$ cat src/ucpd_rx_pkg.sv
// ucpd_rx_pkg
// shared types, K-code values, ordered-set codes and the 4b5b
// symbol table for the USB PD receive path

package ucpd_rx_pkg;

  // ----------------------------------------
  // widths and types
  // ----------------------------------------
  localparam int SYM_W      = 5;
  localparam int NIB_W      = 4;
  localparam int BYTE_W     = 8;
  localparam int WIN_W      = 4 * SYM_W;  // four symbols of an ordered set
  localparam int ORDSET_NUM = 6;          // enable bits, SOP up to Cable Reset

  typedef logic [SYM_W-1:0]  symbol_t;
  typedef logic [NIB_W-1:0]  nibble_t;
  typedef logic [BYTE_W-1:0] byte_t;
  typedef logic [WIN_W-1:0]  window_t;    // K1 in the low bits
  typedef logic [2:0]        corrupt_idx_t;  // 0 none, 1 to 4 corrupted slot

  typedef enum logic [2:0] {
    ORD_SOP       = 3'd0,
    ORD_SOP1      = 3'd1,  // SOP'
    ORD_SOP2      = 3'd2,  // SOP''
    ORD_SOP1_DBG  = 3'd3,  // SOP'_Debug
    ORD_SOP2_DBG  = 3'd4,  // SOP''_Debug
    ORD_CABLE_RST = 3'd5,
    ORD_HARD_RST  = 3'd6
  } ordset_e;

  // ----------------------------------------
  // K-codes
  // ----------------------------------------
  // bit 0 of every symbol is the first one on the line
  localparam symbol_t K_SYNC1 = 5'b11000;
  localparam symbol_t K_SYNC2 = 5'b10001;
  localparam symbol_t K_SYNC3 = 5'b00110;
  localparam symbol_t K_RST1  = 5'b00111;
  localparam symbol_t K_RST2  = 5'b11001;
  localparam symbol_t K_EOP   = 5'b01101;

  // ----------------------------------------
  // 4b5b data symbols
  // ----------------------------------------
  localparam symbol_t SYM_TABLE [16] = '{
    5'b11110,  // 0
    5'b01001,  // 1
    5'b10100,  // 2
    5'b10101,  // 3
    5'b01010,  // 4
    5'b01011,  // 5
    5'b01110,  // 6
    5'b01111,  // 7
    5'b10010,  // 8
    5'b10011,  // 9
    5'b10110,  // a
    5'b10111,  // b
    5'b11010,  // c
    5'b11011,  // d
    5'b11100,  // e
    5'b11101   // f
  };

  function automatic symbol_t encode_4b5b(input nibble_t nib);
    return SYM_TABLE[nib];
  endfunction

  // returns 1 when sym is a data symbol, nib carries its value
  function automatic logic decode_4b5b(input symbol_t sym, output nibble_t nib);
    logic found;
    found = 1'b0;
    nib   = '0;
    for (int i = 0; i < 16; i++)
    begin
      if (SYM_TABLE[i] == sym)
      begin
        found = 1'b1;
        nib   = nibble_t'(i);
      end
    end
    return found;
  endfunction

endpackage

$ cat src/ucpd_rx_kcode_window.sv
`timescale 1ns/10ps

// ucpd_rx_kcode_window
// keeps the last four line symbols in a shift register and counts
// bits modulo five so that symbol boundaries are known after align

module ucpd_rx_kcode_window (
  input  logic                 ucpd_clk,
  input  logic                 ic_rst_n,
  input  logic                 bit_valid,
  input  logic                 bit_data,
  input  logic                 line_idle,
  input  logic                 align,
  output ucpd_rx_pkg::window_t window,
  output logic                 window_vld,
  output logic                 sym_vld
);

  logic [2:0] bit_cnt;  // bits of the current symbol

  // ----------------------------------------
  // window shift
  // ----------------------------------------
  always_ff @(posedge ucpd_clk or negedge ic_rst_n)
  begin
    if (!ic_rst_n)
    begin
      window     <= '0;
      window_vld <= 1'b0;
    end
    else if (line_idle)
    begin
      window     <= '0;
      window_vld <= 1'b0;
    end
    else
    begin
      window_vld <= bit_valid;
      if (bit_valid)
        window <= {bit_data, window[ucpd_rx_pkg::WIN_W-1:1]};  // oldest bits drift to K1
    end
  end

  // ----------------------------------------
  // symbol boundary
  // ----------------------------------------
  always_ff @(posedge ucpd_clk or negedge ic_rst_n)
  begin
    if (!ic_rst_n)
    begin
      bit_cnt <= '0;
      sym_vld <= 1'b0;
    end
    else
    begin
      sym_vld <= 1'b0;
      if (line_idle || align)
        bit_cnt <= '0;  // next bit starts a symbol
      else if (bit_valid)
      begin
        if (bit_cnt == 3'd4)
        begin
          bit_cnt <= '0;
          sym_vld <= 1'b1;  // K4 slot holds a whole symbol
        end
        else
          bit_cnt <= bit_cnt + 3'd1;
      end
    end
  end

endmodule

$ cat src/ucpd_rx_ordset_detect.sv
`timescale 1ns/10ps

// ucpd_rx_ordset_detect
// compares the symbol window with every ordered set and reports the
// enabled type with the lowest code that matches at least three slots

module ucpd_rx_ordset_detect (
  input  logic                                ucpd_clk,
  input  logic                                ic_rst_n,
  input  logic                                window_vld,
  input  ucpd_rx_pkg::window_t                window,
  input  logic [ucpd_rx_pkg::ORDSET_NUM-1:0]  ordset_en,
  output logic                                hit,
  output ucpd_rx_pkg::ordset_e                hit_type,
  output ucpd_rx_pkg::corrupt_idx_t           hit_idx
);

  localparam int SYM_W     = ucpd_rx_pkg::SYM_W;
  localparam int NUM_TYPES = ucpd_rx_pkg::ORDSET_NUM + 1;  // hard reset on top

  // reference sets in line order K1 to K4, indexed by enum code
  localparam ucpd_rx_pkg::symbol_t ORDSET_REF [NUM_TYPES][4] = '{
    '{ucpd_rx_pkg::K_SYNC1, ucpd_rx_pkg::K_SYNC1,
      ucpd_rx_pkg::K_SYNC1, ucpd_rx_pkg::K_SYNC2},  // SOP
    '{ucpd_rx_pkg::K_SYNC1, ucpd_rx_pkg::K_SYNC1,
      ucpd_rx_pkg::K_SYNC3, ucpd_rx_pkg::K_SYNC3},  // SOP'
    '{ucpd_rx_pkg::K_SYNC1, ucpd_rx_pkg::K_SYNC3,
      ucpd_rx_pkg::K_SYNC1, ucpd_rx_pkg::K_SYNC3},  // SOP''
    '{ucpd_rx_pkg::K_SYNC1, ucpd_rx_pkg::K_RST2,
      ucpd_rx_pkg::K_RST2,  ucpd_rx_pkg::K_SYNC3},  // SOP'_Debug
    '{ucpd_rx_pkg::K_SYNC1, ucpd_rx_pkg::K_RST2,
      ucpd_rx_pkg::K_SYNC3, ucpd_rx_pkg::K_SYNC2},  // SOP''_Debug
    '{ucpd_rx_pkg::K_RST1,  ucpd_rx_pkg::K_SYNC1,
      ucpd_rx_pkg::K_RST1,  ucpd_rx_pkg::K_SYNC3},  // Cable Reset
    '{ucpd_rx_pkg::K_RST1,  ucpd_rx_pkg::K_RST1,
      ucpd_rx_pkg::K_RST1,  ucpd_rx_pkg::K_RST2}    // Hard Reset
  };

  logic [3:0]                slot_eq [NUM_TYPES];  // per type, one bit per slot
  logic [NUM_TYPES-1:0]      type_en;
  logic [NUM_TYPES-1:0]      type_match;
  logic                      hit_nxt;
  ucpd_rx_pkg::ordset_e      type_nxt;
  ucpd_rx_pkg::corrupt_idx_t idx_nxt;

  // slot that disagrees, 0 when all four agree
  function automatic ucpd_rx_pkg::corrupt_idx_t bad_slot(input logic [3:0] eq);
    case (eq)
      4'b1110 : return 3'd1;
      4'b1101 : return 3'd2;
      4'b1011 : return 3'd3;
      4'b0111 : return 3'd4;
      default : return 3'd0;
    endcase
  endfunction

  assign type_en = {1'b1, ordset_en};  // hard reset is always searched

  // ----------------------------------------
  // three of four match
  // ----------------------------------------
  always_comb
  begin
    for (int t = 0; t < NUM_TYPES; t++)
    begin
      for (int s = 0; s < 4; s++)
        slot_eq[t][s] = (window[s*SYM_W +: SYM_W] == ORDSET_REF[t][s]);
      type_match[t] = type_en[t] && ($countones(slot_eq[t]) >= 3);
    end
  end

  // lowest code wins, so walk down and let it overwrite
  always_comb
  begin
    hit_nxt  = 1'b0;
    type_nxt = ucpd_rx_pkg::ORD_SOP;
    idx_nxt  = '0;
    for (int t = NUM_TYPES - 1; t >= 0; t--)
    begin
      if (type_match[t])
      begin
        hit_nxt  = 1'b1;
        type_nxt = ucpd_rx_pkg::ordset_e'(t[2:0]);
        idx_nxt  = bad_slot(slot_eq[t]);
      end
    end
  end

  always_ff @(posedge ucpd_clk or negedge ic_rst_n)
  begin
    if (!ic_rst_n)
      hit <= 1'b0;
    else
      hit <= window_vld && hit_nxt;
  end

  always_ff @(posedge ucpd_clk)
  begin
    if (window_vld)
    begin
      hit_type <= type_nxt;
      hit_idx  <= idx_nxt;
    end
  end

endmodule

$ cat src/ucpd_rx_framer.sv
`timescale 1ns/10ps

// ucpd_rx_framer
// hunts for an ordered set, then decodes each symbol of the message
// to a nibble until EOP or a bad symbol ends it

module ucpd_rx_framer (
  input  logic                      ucpd_clk,
  input  logic                      ic_rst_n,
  input  logic                      line_idle,
  input  logic                      hit,
  input  logic                      sym_vld,
  input  ucpd_rx_pkg::ordset_e      hit_type,
  input  ucpd_rx_pkg::corrupt_idx_t hit_idx,
  input  ucpd_rx_pkg::window_t      window,
  output logic                      align,
  output logic                      nib_vld,
  output logic                      msg_start,
  output logic                      ordset_vld,
  output logic                      hrst_det,
  output logic                      msg_end,
  output logic                      rx_data_err,
  output ucpd_rx_pkg::nibble_t      nib,
  output ucpd_rx_pkg::ordset_e      ordset_type,
  output ucpd_rx_pkg::corrupt_idx_t sop_corrupt_idx
);

  typedef enum logic [1:0] {HUNT, DATA, IDLE_WAIT} state_e;

  state_e               state;
  ucpd_rx_pkg::symbol_t sym_q;      // symbol taken from the K4 slot
  logic                 sym_q_vld;
  logic                 dec_ok;
  ucpd_rx_pkg::nibble_t dec_nib;
  logic                 is_reset;

  assign is_reset = (hit_type == ucpd_rx_pkg::ORD_HARD_RST) ||
                    (hit_type == ucpd_rx_pkg::ORD_CABLE_RST);

  // ----------------------------------------
  // symbol capture and decode
  // ----------------------------------------
  always_ff @(posedge ucpd_clk or negedge ic_rst_n)
  begin
    if (!ic_rst_n)
      sym_q_vld <= 1'b0;
    else
      sym_q_vld <= sym_vld && (state == DATA) && !line_idle;
  end

  always_ff @(posedge ucpd_clk)
  begin
    if (sym_vld)
      sym_q <= window[ucpd_rx_pkg::WIN_W-1 -: ucpd_rx_pkg::SYM_W];
    if (sym_q_vld)
      nib <= dec_nib;
  end

  always_comb
  begin
    dec_ok = ucpd_rx_pkg::decode_4b5b(sym_q, dec_nib);
  end

  // ----------------------------------------
  // FSM
  // ----------------------------------------
  always_ff @(posedge ucpd_clk or negedge ic_rst_n)
  begin
    if (!ic_rst_n)
    begin
      state           <= HUNT;
      align           <= 1'b0;
      msg_start       <= 1'b0;
      nib_vld         <= 1'b0;
      ordset_vld      <= 1'b0;
      hrst_det        <= 1'b0;
      msg_end         <= 1'b0;
      rx_data_err     <= 1'b0;
      ordset_type     <= ucpd_rx_pkg::ORD_SOP;
      sop_corrupt_idx <= '0;
    end
    else
    begin
      align       <= 1'b0;
      msg_start   <= 1'b0;
      nib_vld     <= 1'b0;
      ordset_vld  <= 1'b0;
      hrst_det    <= 1'b0;
      msg_end     <= 1'b0;
      rx_data_err <= 1'b0;
      if (line_idle)
        state <= HUNT;  // abort whatever is in progress
      else
        case (state)
          HUNT :
            if (hit)
            begin
              ordset_type     <= hit_type;
              sop_corrupt_idx <= hit_idx;
              if (hit_type == ucpd_rx_pkg::ORD_HARD_RST)
                hrst_det <= 1'b1;
              else
                ordset_vld <= 1'b1;
              if (!is_reset)
              begin
                state     <= DATA;
                align     <= 1'b1;  // restart the symbol count
                msg_start <= 1'b1;
              end
            end
          DATA :
            if (sym_q_vld)
            begin
              if (dec_ok)
                nib_vld <= 1'b1;
              else if (sym_q == ucpd_rx_pkg::K_EOP)
              begin
                msg_end <= 1'b1;
                state   <= IDLE_WAIT;
              end
              else
              begin
                rx_data_err <= 1'b1;
                state       <= IDLE_WAIT;
              end
            end
          default : ;  // wait for the line to go idle
        endcase
    end
  end

endmodule

$ cat src/ucpd_rx_byte_assembler.sv
`timescale 1ns/10ps

// ucpd_rx_byte_assembler
// packs nibbles low half first into bytes and keeps the one-deep
// receive data register with its not-empty and overflow flags

module ucpd_rx_byte_assembler #(
  parameter int PAYSIZE_W = 10
) (
  input  logic                 ucpd_clk,
  input  logic                 ic_rst_n,
  input  logic                 nib_vld,
  input  logic                 msg_start,
  input  logic                 rxdr_rd,
  input  ucpd_rx_pkg::nibble_t nib,
  output ucpd_rx_pkg::byte_t   rxdr,
  output logic                 rxne,
  output logic                 rx_ovrflow,
  output logic [PAYSIZE_W-1:0] paysize
);

  logic                 nib_hi;     // next nibble is the upper half
  ucpd_rx_pkg::nibble_t nib_lo;
  logic                 byte_done;
  logic                 byte_wr;    // register free or read in this cycle
  ucpd_rx_pkg::byte_t   byte_nxt;

  assign byte_done = nib_vld && nib_hi;
  assign byte_wr   = byte_done && (!rxne || rxdr_rd);
  assign byte_nxt  = {nib, nib_lo};

  // ----------------------------------------
  // nibble pairing
  // ----------------------------------------
  always_ff @(posedge ucpd_clk or negedge ic_rst_n)
  begin
    if (!ic_rst_n)
      nib_hi <= 1'b0;
    else if (msg_start)
      nib_hi <= 1'b0;
    else if (nib_vld)
      nib_hi <= !nib_hi;
  end

  always_ff @(posedge ucpd_clk)
  begin
    if (nib_vld && !nib_hi)
      nib_lo <= nib;
    if (byte_wr)
      rxdr <= byte_nxt;
  end

  // ----------------------------------------
  // rxdr status and payload count
  // ----------------------------------------
  always_ff @(posedge ucpd_clk or negedge ic_rst_n)
  begin
    if (!ic_rst_n)
    begin
      rxne       <= 1'b0;
      rx_ovrflow <= 1'b0;
      paysize    <= '0;
    end
    else
    begin
      rx_ovrflow <= byte_done && rxne && !rxdr_rd;  // byte lost
      if (byte_wr)
        rxne <= 1'b1;
      else if (rxdr_rd)
        rxne <= 1'b0;
      if (msg_start)
        paysize <= '0;
      else if (byte_done)
        paysize <= paysize + PAYSIZE_W'(1);  // dropped bytes count too
    end
  end

endmodule

$ cat src/ucpd_rx_top.sv
`timescale 1ns/10ps

// ucpd_rx_top
// USB PD receive path from decoded BMC bits to the receive data
// register with ordered-set, end of message and error events

module ucpd_rx_top #(
  parameter int PAYSIZE_W = 10
) (
  input  logic                               ucpd_clk,
  input  logic                               ic_rst_n,
  input  logic                               bit_valid,
  input  logic                               bit_data,
  input  logic                               line_idle,
  input  logic [ucpd_rx_pkg::ORDSET_NUM-1:0] ordset_en,
  input  logic                               rxdr_rd,
  output ucpd_rx_pkg::byte_t                 rxdr,
  output logic                               rxne,
  output logic                               rx_ovrflow,
  output logic [PAYSIZE_W-1:0]               paysize,
  output logic                               ordset_vld,
  output logic                               hrst_det,
  output ucpd_rx_pkg::ordset_e               ordset_type,
  output ucpd_rx_pkg::corrupt_idx_t          sop_corrupt_idx,
  output logic                               msg_end,
  output logic                               rx_data_err
);

  ucpd_rx_pkg::window_t      window;
  logic                      window_vld;
  logic                      sym_vld;
  logic                      align;
  logic                      hit;
  ucpd_rx_pkg::ordset_e      hit_type;
  ucpd_rx_pkg::corrupt_idx_t hit_idx;
  logic                      nib_vld;
  logic                      msg_start;
  ucpd_rx_pkg::nibble_t      nib;

  ucpd_rx_kcode_window ucpd_rx_kcode_window_inst (
    .ucpd_clk   (ucpd_clk),
    .ic_rst_n   (ic_rst_n),
    .bit_valid  (bit_valid),
    .bit_data   (bit_data),
    .line_idle  (line_idle),
    .align      (align),
    .window     (window),
    .window_vld (window_vld),
    .sym_vld    (sym_vld)
  );

  ucpd_rx_ordset_detect ucpd_rx_ordset_detect_inst (
    .ucpd_clk   (ucpd_clk),
    .ic_rst_n   (ic_rst_n),
    .window_vld (window_vld),
    .window     (window),
    .ordset_en  (ordset_en),
    .hit        (hit),
    .hit_type   (hit_type),
    .hit_idx    (hit_idx)
  );

  ucpd_rx_framer ucpd_rx_framer_inst (
    .ucpd_clk        (ucpd_clk),
    .ic_rst_n        (ic_rst_n),
    .line_idle       (line_idle),
    .hit             (hit),
    .sym_vld         (sym_vld),
    .hit_type        (hit_type),
    .hit_idx         (hit_idx),
    .window          (window),
    .align           (align),
    .nib_vld         (nib_vld),
    .msg_start       (msg_start),
    .ordset_vld      (ordset_vld),
    .hrst_det        (hrst_det),
    .msg_end         (msg_end),
    .rx_data_err     (rx_data_err),
    .nib             (nib),
    .ordset_type     (ordset_type),
    .sop_corrupt_idx (sop_corrupt_idx)
  );

  ucpd_rx_byte_assembler #(
    .PAYSIZE_W (PAYSIZE_W)
  ) ucpd_rx_byte_assembler_inst (
    .ucpd_clk   (ucpd_clk),
    .ic_rst_n   (ic_rst_n),
    .nib_vld    (nib_vld),
    .msg_start  (msg_start),
    .rxdr_rd    (rxdr_rd),
    .nib        (nib),
    .rxdr       (rxdr),
    .rxne       (rxne),
    .rx_ovrflow (rx_ovrflow),
    .paysize    (paysize)
  );

endmodule

$ cat config.mk
export PLATFORM = sky130hd
export DESIGN_NAME = ucpd_rx_top
export DESIGN_NICKNAME = d
export VERILOG_FILES = /design/src/ucpd_rx_pkg.sv /design/src/ucpd_rx_kcode_window.sv /design/src/ucpd_rx_ordset_detect.sv /design/src/ucpd_rx_framer.sv /design/src/ucpd_rx_byte_assembler.sv /design/src/ucpd_rx_top.sv
export SDC_FILE = /design/constraint.sdc
export NUM_CORES = 1
export LEC_CHECK = 0
export BUFFER_PORTS_ARGS = -buffer_cell sky130_fd_sc_hd__buf_2
export CORE_ASPECT_RATIO = 2
export CORE_MARGIN = 5
export CORE_UTILIZATION = 50
export DETAILED_ROUTE_END_ITERATION = 8
export PLACE_DENSITY = 0.76
export REMOVE_ABC_BUFFERS = 1
export SLEW_MARGIN = 20
export SYNTH_ARGS = -nofsm -noshare
export SYNTH_HDL_FRONTEND = slang
export SYNTH_HIERARCHICAL = 1
export SYNTH_SLANG_ARGS = --single-unit
$ cat constraint.sdc
create_clock -name ucpd_clk -period 3.45 [get_ports ucpd_clk]
set_clock_uncertainty 0.1 [all_clocks]
set_input_delay 0.1725 -clock ucpd_clk [delete_from_list [all_inputs] [get_ports ucpd_clk]]
set_output_delay 0.1725 -clock ucpd_clk [all_outputs]
set_load 0.005 [all_outputs]
==> results of run 1 <==
[cell type report]
cell class	instances	share of cell area
Timing Repair Buffer	63	0.0714
Clock buffer	14	0.0522
Inverter	28	0.0213
Tap cell	102	0.0242
Multi-Input combinational cell	277	0.419
Clock inverter	2	0.00190
Sequential cell	81	0.410
[worst max-delay path: cells and delay by family, from the launching register on]
kind,cells,cell delay [ns]
buffers and inverters,1,0.07
and+or+nand+nor,6,1.27
adders and majority gates,3,0.96
DFF,1,0.42
AOI/OAI and AO/OA,2,0.40
[what timing repair did]
item	4_1_cts	5_1_grt
resized for setup	4	21
buffers inserted	0	4
endpoints found under the hold margin	38	0
pin swaps	0	12
setup endpoints to repair	2	3
hold buffers	1	0
gates cloned	0	0
[registers in the layout, summed over array words and instances, names as in the netlist, 2 cells and up]
| register | cells |
|---|---|
| ucpd_rx_byte_assembler_inst/rxdr | 8 |
| ucpd_rx_framer_inst/state | 2 |
| ucpd_rx_kcode_window_inst/bit_cnt | 3 |
| ucpd_rx_ordset_detect_inst/hit_idx | 3 |
| ucpd_rx_byte_assembler_inst/paysize | 10 |
| ucpd_rx_ordset_detect_inst/hit_type | 3 |
| ucpd_rx_byte_assembler_inst/nib_lo | 4 |
| ucpd_rx_kcode_window_inst/window | 20 |
| ucpd_rx_framer_inst/ordset_type | 3 |
| ucpd_rx_framer_inst/nib | 4 |
| ucpd_rx_framer_inst/sym_q | 5 |
| ucpd_rx_framer_inst/sop_corrupt_idx | 3 |
[per-stage QoR]
step	setup slack [ns]	hold WS [ns]	power, uW
after floorplan	0.193	-0.223	1030
after global placement	0.0476	0.226	1070
after detailed placement	0.00349	0.238	1070
after CTS	0.00249	0.00384	1960
after global routing	-0.0878	0.0274	2010
final	0.0619	0.0158	1950
[power by group through the flow]
stage                     Clock [uW]  Combinational [uW]  Sequential [uW]
final                            893                51.1             1000
after global routing             950                57.3             1000
after CTS                        910                51.9             1000
after detailed placement           0                50.3             1020
after global placement             0                48.3             1020
after floorplan                    0                15.7             1020
[how the worst max path moves through the flow]
| stage | from | to | slack, ns | depth (start not counted) |
|---|---|---|---|---|
| after floorplan | ucpd_rx_kcode_window_inst/window[13] | ucpd_rx_ordset_detect_inst/hit_idx[1] | 0.19 | 12 |
| after global placement | ucpd_rx_kcode_window_inst/window[2] | ucpd_rx_ordset_detect_inst/hit_idx[1] | 0.05 | 12 |
| after global routing | ucpd_rx_kcode_window_inst/window[0] | ucpd_rx_ordset_detect_inst/hit_idx[1] | -0.09 | 12 |
| after detailed placement | ucpd_rx_kcode_window_inst/window[2] | ucpd_rx_ordset_detect_inst/hit_idx[1] | 0.003 | 14 |
| after CTS | ucpd_rx_kcode_window_inst/window[2] | ucpd_rx_ordset_detect_inst/hit_idx[1] | 0.002 | 14 |
| final | ucpd_rx_kcode_window_inst/window[2] | ucpd_rx_ordset_detect_inst/hit_idx[0] | 0.06 | 12 |
[layout by cell type (no fill, tap or decap), types with 3 or more instances in the layout]
master	n
dfrtp_1	54
buf_2	41
nor2_1	36
edfxtp_1	27
mux2i_1	27
inv_1	24
ha_1	21
buf_4	20
nand2_1	20
a21oi_1	16
clkbuf_16	10
nand3_1	10
xnor2_1	9
mux2_2	8
nor2b_1	7
and2_1	7
nor3_1	7
fa_1	7
nand2b_1	6
o21ai_0	6
o31ai_1	5
nand4_1	4
or4_1	4
nor4_1	4
nor3b_1	4
o21a_1	4
clkbuf_1	3
and2b_2	3
xor2_1	3
o22ai_1	3
o21ai_1	3
a21oi_2	3
[routing by layer]
layer | GRT usage | vias up | routed length, um
met1 | 0.177 | 1635 | 3400
met3 | 0.0307 | 30 | 324
met5 | 0 | - | 0
met4 | 0.121 | 0 | 474
li1 | - | 1546 | -
met2 | 0.361 | 88 | 5710
[cell families after synthesis]
family | Yosys count | share of synthesized area
simple gates | 139 | 0.177
mux | 35 | 0.0804
compound gates | 61 | 0.0946
flops | 81 | 0.482
buf+inv | 41 | 0.0469
fa+ha+maj | 30 | 0.0955
xor+xnor | 12 | 0.0235
==> reports/summary.txt, run 1 <==
status: completed
PD cells: 369 nW/um2
mean area per synthesized cell: 11.2 um2
Ys Warns: 6
Cells after Synth: 399
Ports: 42
placed standard-cell area: 4840 um2
Fillers: 718
hold endpoint: ucpd_rx_kcode_window_inst/window[19]
Post-synth ARST share: 0.667
sw power: 384 uW
total die area: 11100 um2
Multi-input gate area: 2210 um2
cell leakage power: 0.00247 uW
CP Max Fanout: 3
MaxCap Viol Count: 0
Final nets: 502
Hold Path Depth: 3
Mapped Area: 4480 um2
most numerous cell in the Yosys netlist: dfrtp_1
CP Capture Type: flop
Gate power share: 0.026
worst skew pair latency: 0.33 ns
Synth top cells by count: dfrtp_1, nor2_1, edfxtp_1, mux2i_1, inv_1
largest net degree at the start of global routing: 40
post-route clock period utilization: 0.982
max-slew violation count: 0
initial antenna violation count: 0
worst r2r path cells: 12
placed cells: 546
final hold vios: 0
routability cong.: 0.986
Post-synth EDFFs: 27
Num CTS Buffers: 9
ant diodes: 0
Worst setup SP type: flop
FMAX: 295 MHz
RR Endpoint: ucpd_rx_ordset_detect_inst/hit_idx[0]
Hold Path Class: input port to flop
vias: 3299
Max VDD drop: 0.229 mV
global-route wire length before repair: 16200 um
Final Util: 0.593
top-area cell type share of the netlist area: 0.302
Final Critical Period: 3.39 ns
Top FF cell, synth: dfrtp_1
ranking of synthesized cells by area: dfrtp_1, edfxtp_1, ha_1
Worst Max-Slew Pin Slew: 0.866 ns
CTS tree: yes
sequential share of power: 0.515
core region area: 8890 um2
Sw Share: 0.197
Synth area leader: dfrtp_1
Detailed Routing Iterations Pass 1: 4
cells along the critical path: nor4b_2, nand2_1, ha_2, fa_1, inv_1, ha_1, and2b_1, o21a_2, or3_4, nor3_1, nor4_1, o221ai_1
post-synth cell types: 65
Die Wd: 76.9 um
Syn-to-layout area delta: 17.7%
Setup TNS: 0 ns
Routed WL per cell: 17.5 um
Crit Path Class: flop to flop
CTS root buffer: clkbuf_16
1st-iter DRT viols: 150
vias per cell: 5.82
CP max stage delay: 0.42 ns
reg2reg start: ucpd_rx_kcode_window_inst/window[2]
vias in the first global route: 3405
gr usage total: 0.187
post-route ant nets: 0
die height: 144 um
GR Overflow Total: 0
crit path max-delay cell type: dfrtp_1
Seq/Total Area, Yosys: 0.482
dpl hpwl: 7470 um
Initial Util: 0.504
synthesis-stage register bit count: 81
P_int: 1560 uW
Routed WL: 9910 um
final non-filler cell total: 567
Clock Pin Slew Worst Setup and Hold Paths: 0.06 ns
drt drc: 0
post-route cell area: 5280 um2
worst-case clock buffer depth: 2
Max-Slew Margin vs Limit: 0.422
PortBufs: 41
RSZ-0062 raised after global routing: true
layout cell share with drive strength beyond 1: 0.262
row count: 49
HP Start: bit_data
Clock H-tree levels: 3
CP arrival: 3.44 ns
CTS Sinks: 81
reg2reg setup slack: 0.06 ns
Reg area: 2160 um2
final setup fails: 0
clock power share: 0.459
Worst Path Required: 3.51 ns
No activity file was read; power rests on OpenSTA's default activity.
==> inputs of run 2 (changes only) <==
--- a/config.mk
+++ b/config.mk
@@ -10,8 +10,7 @@
 export CORE_MARGIN = 5
 export CORE_UTILIZATION = 50
 export DETAILED_ROUTE_END_ITERATION = 8
-export PLACE_DENSITY = 0.76
-export REMOVE_ABC_BUFFERS = 1
+export PLACE_DENSITY = 0.69
 export SLEW_MARGIN = 20
 export SYNTH_ARGS = -nofsm -noshare
 export SYNTH_HDL_FRONTEND = slang
==> run 2 against run 1 <==
Against the previous run:
- first-iteration DRC count fell by 19%
- fmax rose by 1.9%
- clock power rose by 9.1%
- power rose by 4.2%
- non-clock buffer count fell by 3
- design area rose by 0.62%
- global-route usage fell by 0.76 points
- flip-flop and latch count did not move
- final cell count fell by 0.53%
- core utilization rose by 0.37 points
- routed wire length fell by 4.1%
==> reports/summary.txt, run 2 (synthesis results as in run 1) <==
status: completed
CP arrival: 3.29 ns
PortBufs: 41
routability cong.: 0.926
Max-Slew Margin vs Limit: 0.541
Routed WL per cell: 16.9 um
final hold vios: 0
Die Wd: 76.9 um
Hold Path Class: input port to flop
post-route cell area: 5310 um2
worst slack, placed: -0.0328 ns
Num CTS Buffers: 9
CP Capture Type: flop
Clock H-tree levels: 3
MaxCap Viol Count: 0
final non-filler cell total: 564
Syn-to-layout area delta: 18.4%
Ports: 42
CTS tree: yes
max-slew violation count: 0
core region area: 8890 um2
row count: 49
reg2reg setup slack: 0.12 ns
Final Worst Setup Slack: 0.124 ns
vias per cell: 5.70
most frequent cells in the layout: dfrtp_1, buf_2, nor2_1
RR Endpoint: ucpd_rx_ordset_detect_inst/hit_idx[1]
top flop regs: ucpd_rx_kcode_window_inst/window: 20 flops, ucpd_rx_byte_assembler_inst/paysize: 10 flops, ucpd_rx_byte_assembler_inst/rxdr: 8 flops
dpl hpwl: 7020 um
final setup fails: 0
global-route wire length before repair: 15800 um
placed standard-cell area: 4840 um2
Worst Max-Slew Pin Slew: 0.688 ns
Final nets: 499
worst-case clock buffer depth: 2
Final Critical Period: 3.33 ns
1st-iter DRT viols: 122
die height: 144 um
worst r2r path cells: 12
Max VDD drop: 0.263 mV
syn_nets: 441
largest net degree at the start of global routing: 29
CP Max Fanout: 6
FMAX: 301 MHz
gr usage total: 0.180
commonest non-fill, non-tap cell in the layout: dfrtp_1
Worst setup SP type: flop
ant diodes: 0
cell leakage power: 0.00248 uW
Detailed Routing Iterations Pass 1: 5
layout cell share with drive strength beyond 1: 0.271
worst skew pair latency: 0.33 ns
Clock Pin Slew Worst Setup and Hold Paths: 0.06 ns
Worst Path Required: 3.41 ns
RSZ-0062 raised after global routing: false
total die area: 11100 um2
Routed WL: 9510 um
vias in the first global route: 3424
Largest Register: ucpd_rx_kcode_window_inst/window
crit path from: ucpd_rx_kcode_window_inst/window[3]
drt drc: 0
CTS Sinks: 81
vias: 3215
initial antenna violation count: 0
Initial Util: 0.504
Largest register FFs: 20
PD cells: 382 nW/um2
reg2reg start: ucpd_rx_kcode_window_inst/window[3]
Critical Path End: ucpd_rx_ordset_detect_inst/hit_idx[1]
Crit Path Class: flop to flop
post-route ant nets: 0
post-route clock period utilization: 0.964
placed cells: 546
GR Overflow Total: 0
CTS root buffer: clkbuf_16
==> run 2: changes by cell type in the layout (fill, tap and decap cells not counted), sizes merged <==
cell | before | now
buf | 62 | 59
bufinv | 0 | 2
clkbuf | 14 | 12
==> run 2: worst min path at each step <==
| stage | startpoint | endpoint | slack (ns) | cells after the start |
|---|---|---|---|---|
| floorplan | ic_rst_n | ucpd_rx_byte_assembler_inst/nib_hi | -0.22 | 0 |
| global route | bit_data | ucpd_rx_kcode_window_inst/window[19] | 0.03 | 3 |
| CTS | bit_data | ucpd_rx_kcode_window_inst/window[19] | 0.02 | 3 |
| global placement | ic_rst_n | ucpd_rx_byte_assembler_inst/paysize[5] | 0.13 | 1 |
| finish | bit_data | ucpd_rx_kcode_window_inst/window[19] | 0.03 | 3 |
| detailed placement | ic_rst_n | ucpd_rx_byte_assembler_inst/paysize[5] | 0.14 | 1 |
==> run 2: stage by stage <==
stage / hold WS (ns) / power [uW] / setup TNS, ns / util
floorplan: -0.223 / 1050 / 0 / -
global placement: 0.126 / 1070 / 0 / 0.545
detailed placement: 0.141 / 1070 / -0.0348 / 0.545
CTS: 0.0220 / 2060 / 0 / 0.586
global route: 0.0292 / 2110 / 0 / 0.597
finish: 0.0287 / 2030 / 0 / 0.597
==> run 2: metal layers <==
layer | share of wire | vias up | global-route usage
li1 | - | 1529 | -
met1 | 0.36 | 1579 | 0.173
met2 | 0.56 | 71 | 0.337
met3 | 0.028 | 36 | 0.0326
met4 | 0.054 | 0 | 0.124
met5 | 0 | - | 0
==> run 2: power breakdown <==
part | leakage (uW) | switching (uW) | total (uW) | internal [uW]
combinational | 0.00132 | 33.6 | 51.8 | 18.2
sequential | 0.00101 | 6.26 | 1000 | 995
clock | 0.000148 | 343 | 974 | 630
==> run 2: final cells by class <==
cell class | instances | area [um2]
fillers | 722 | 3580
multi-input cells | 277 | 2250
flip-flops and latches | 81 | 2160
repair buffers | 60 | 350
clock buffers | 12 | 236
well taps | 102 | 128
inverters | 28 | 110
clock inverters | 4 | 68.8
==> run 2: critical path: stages (launching register included) <==
cell      delay [ns]
dfrtp_2         0.43
nor4bb_4        0.27
and2_4          0.19
inv_2           0.08
fa_1            0.55
inv_1           0.04
ha_1            0.19
ha_1            0.28
a31o_2          0.29
nand3_2         0.10
nor3_1          0.07
nor4_2          0.31
o221ai_1        0.16
==> run 2: timing repair <==
action,CTS,global route
setup endpoints to repair,2,3
pin swaps,4,6
hold buffers,1,0
gates cloned,0,0
buffers inserted,0,1
hold endpoints to repair,27,0
resized for setup,10,19
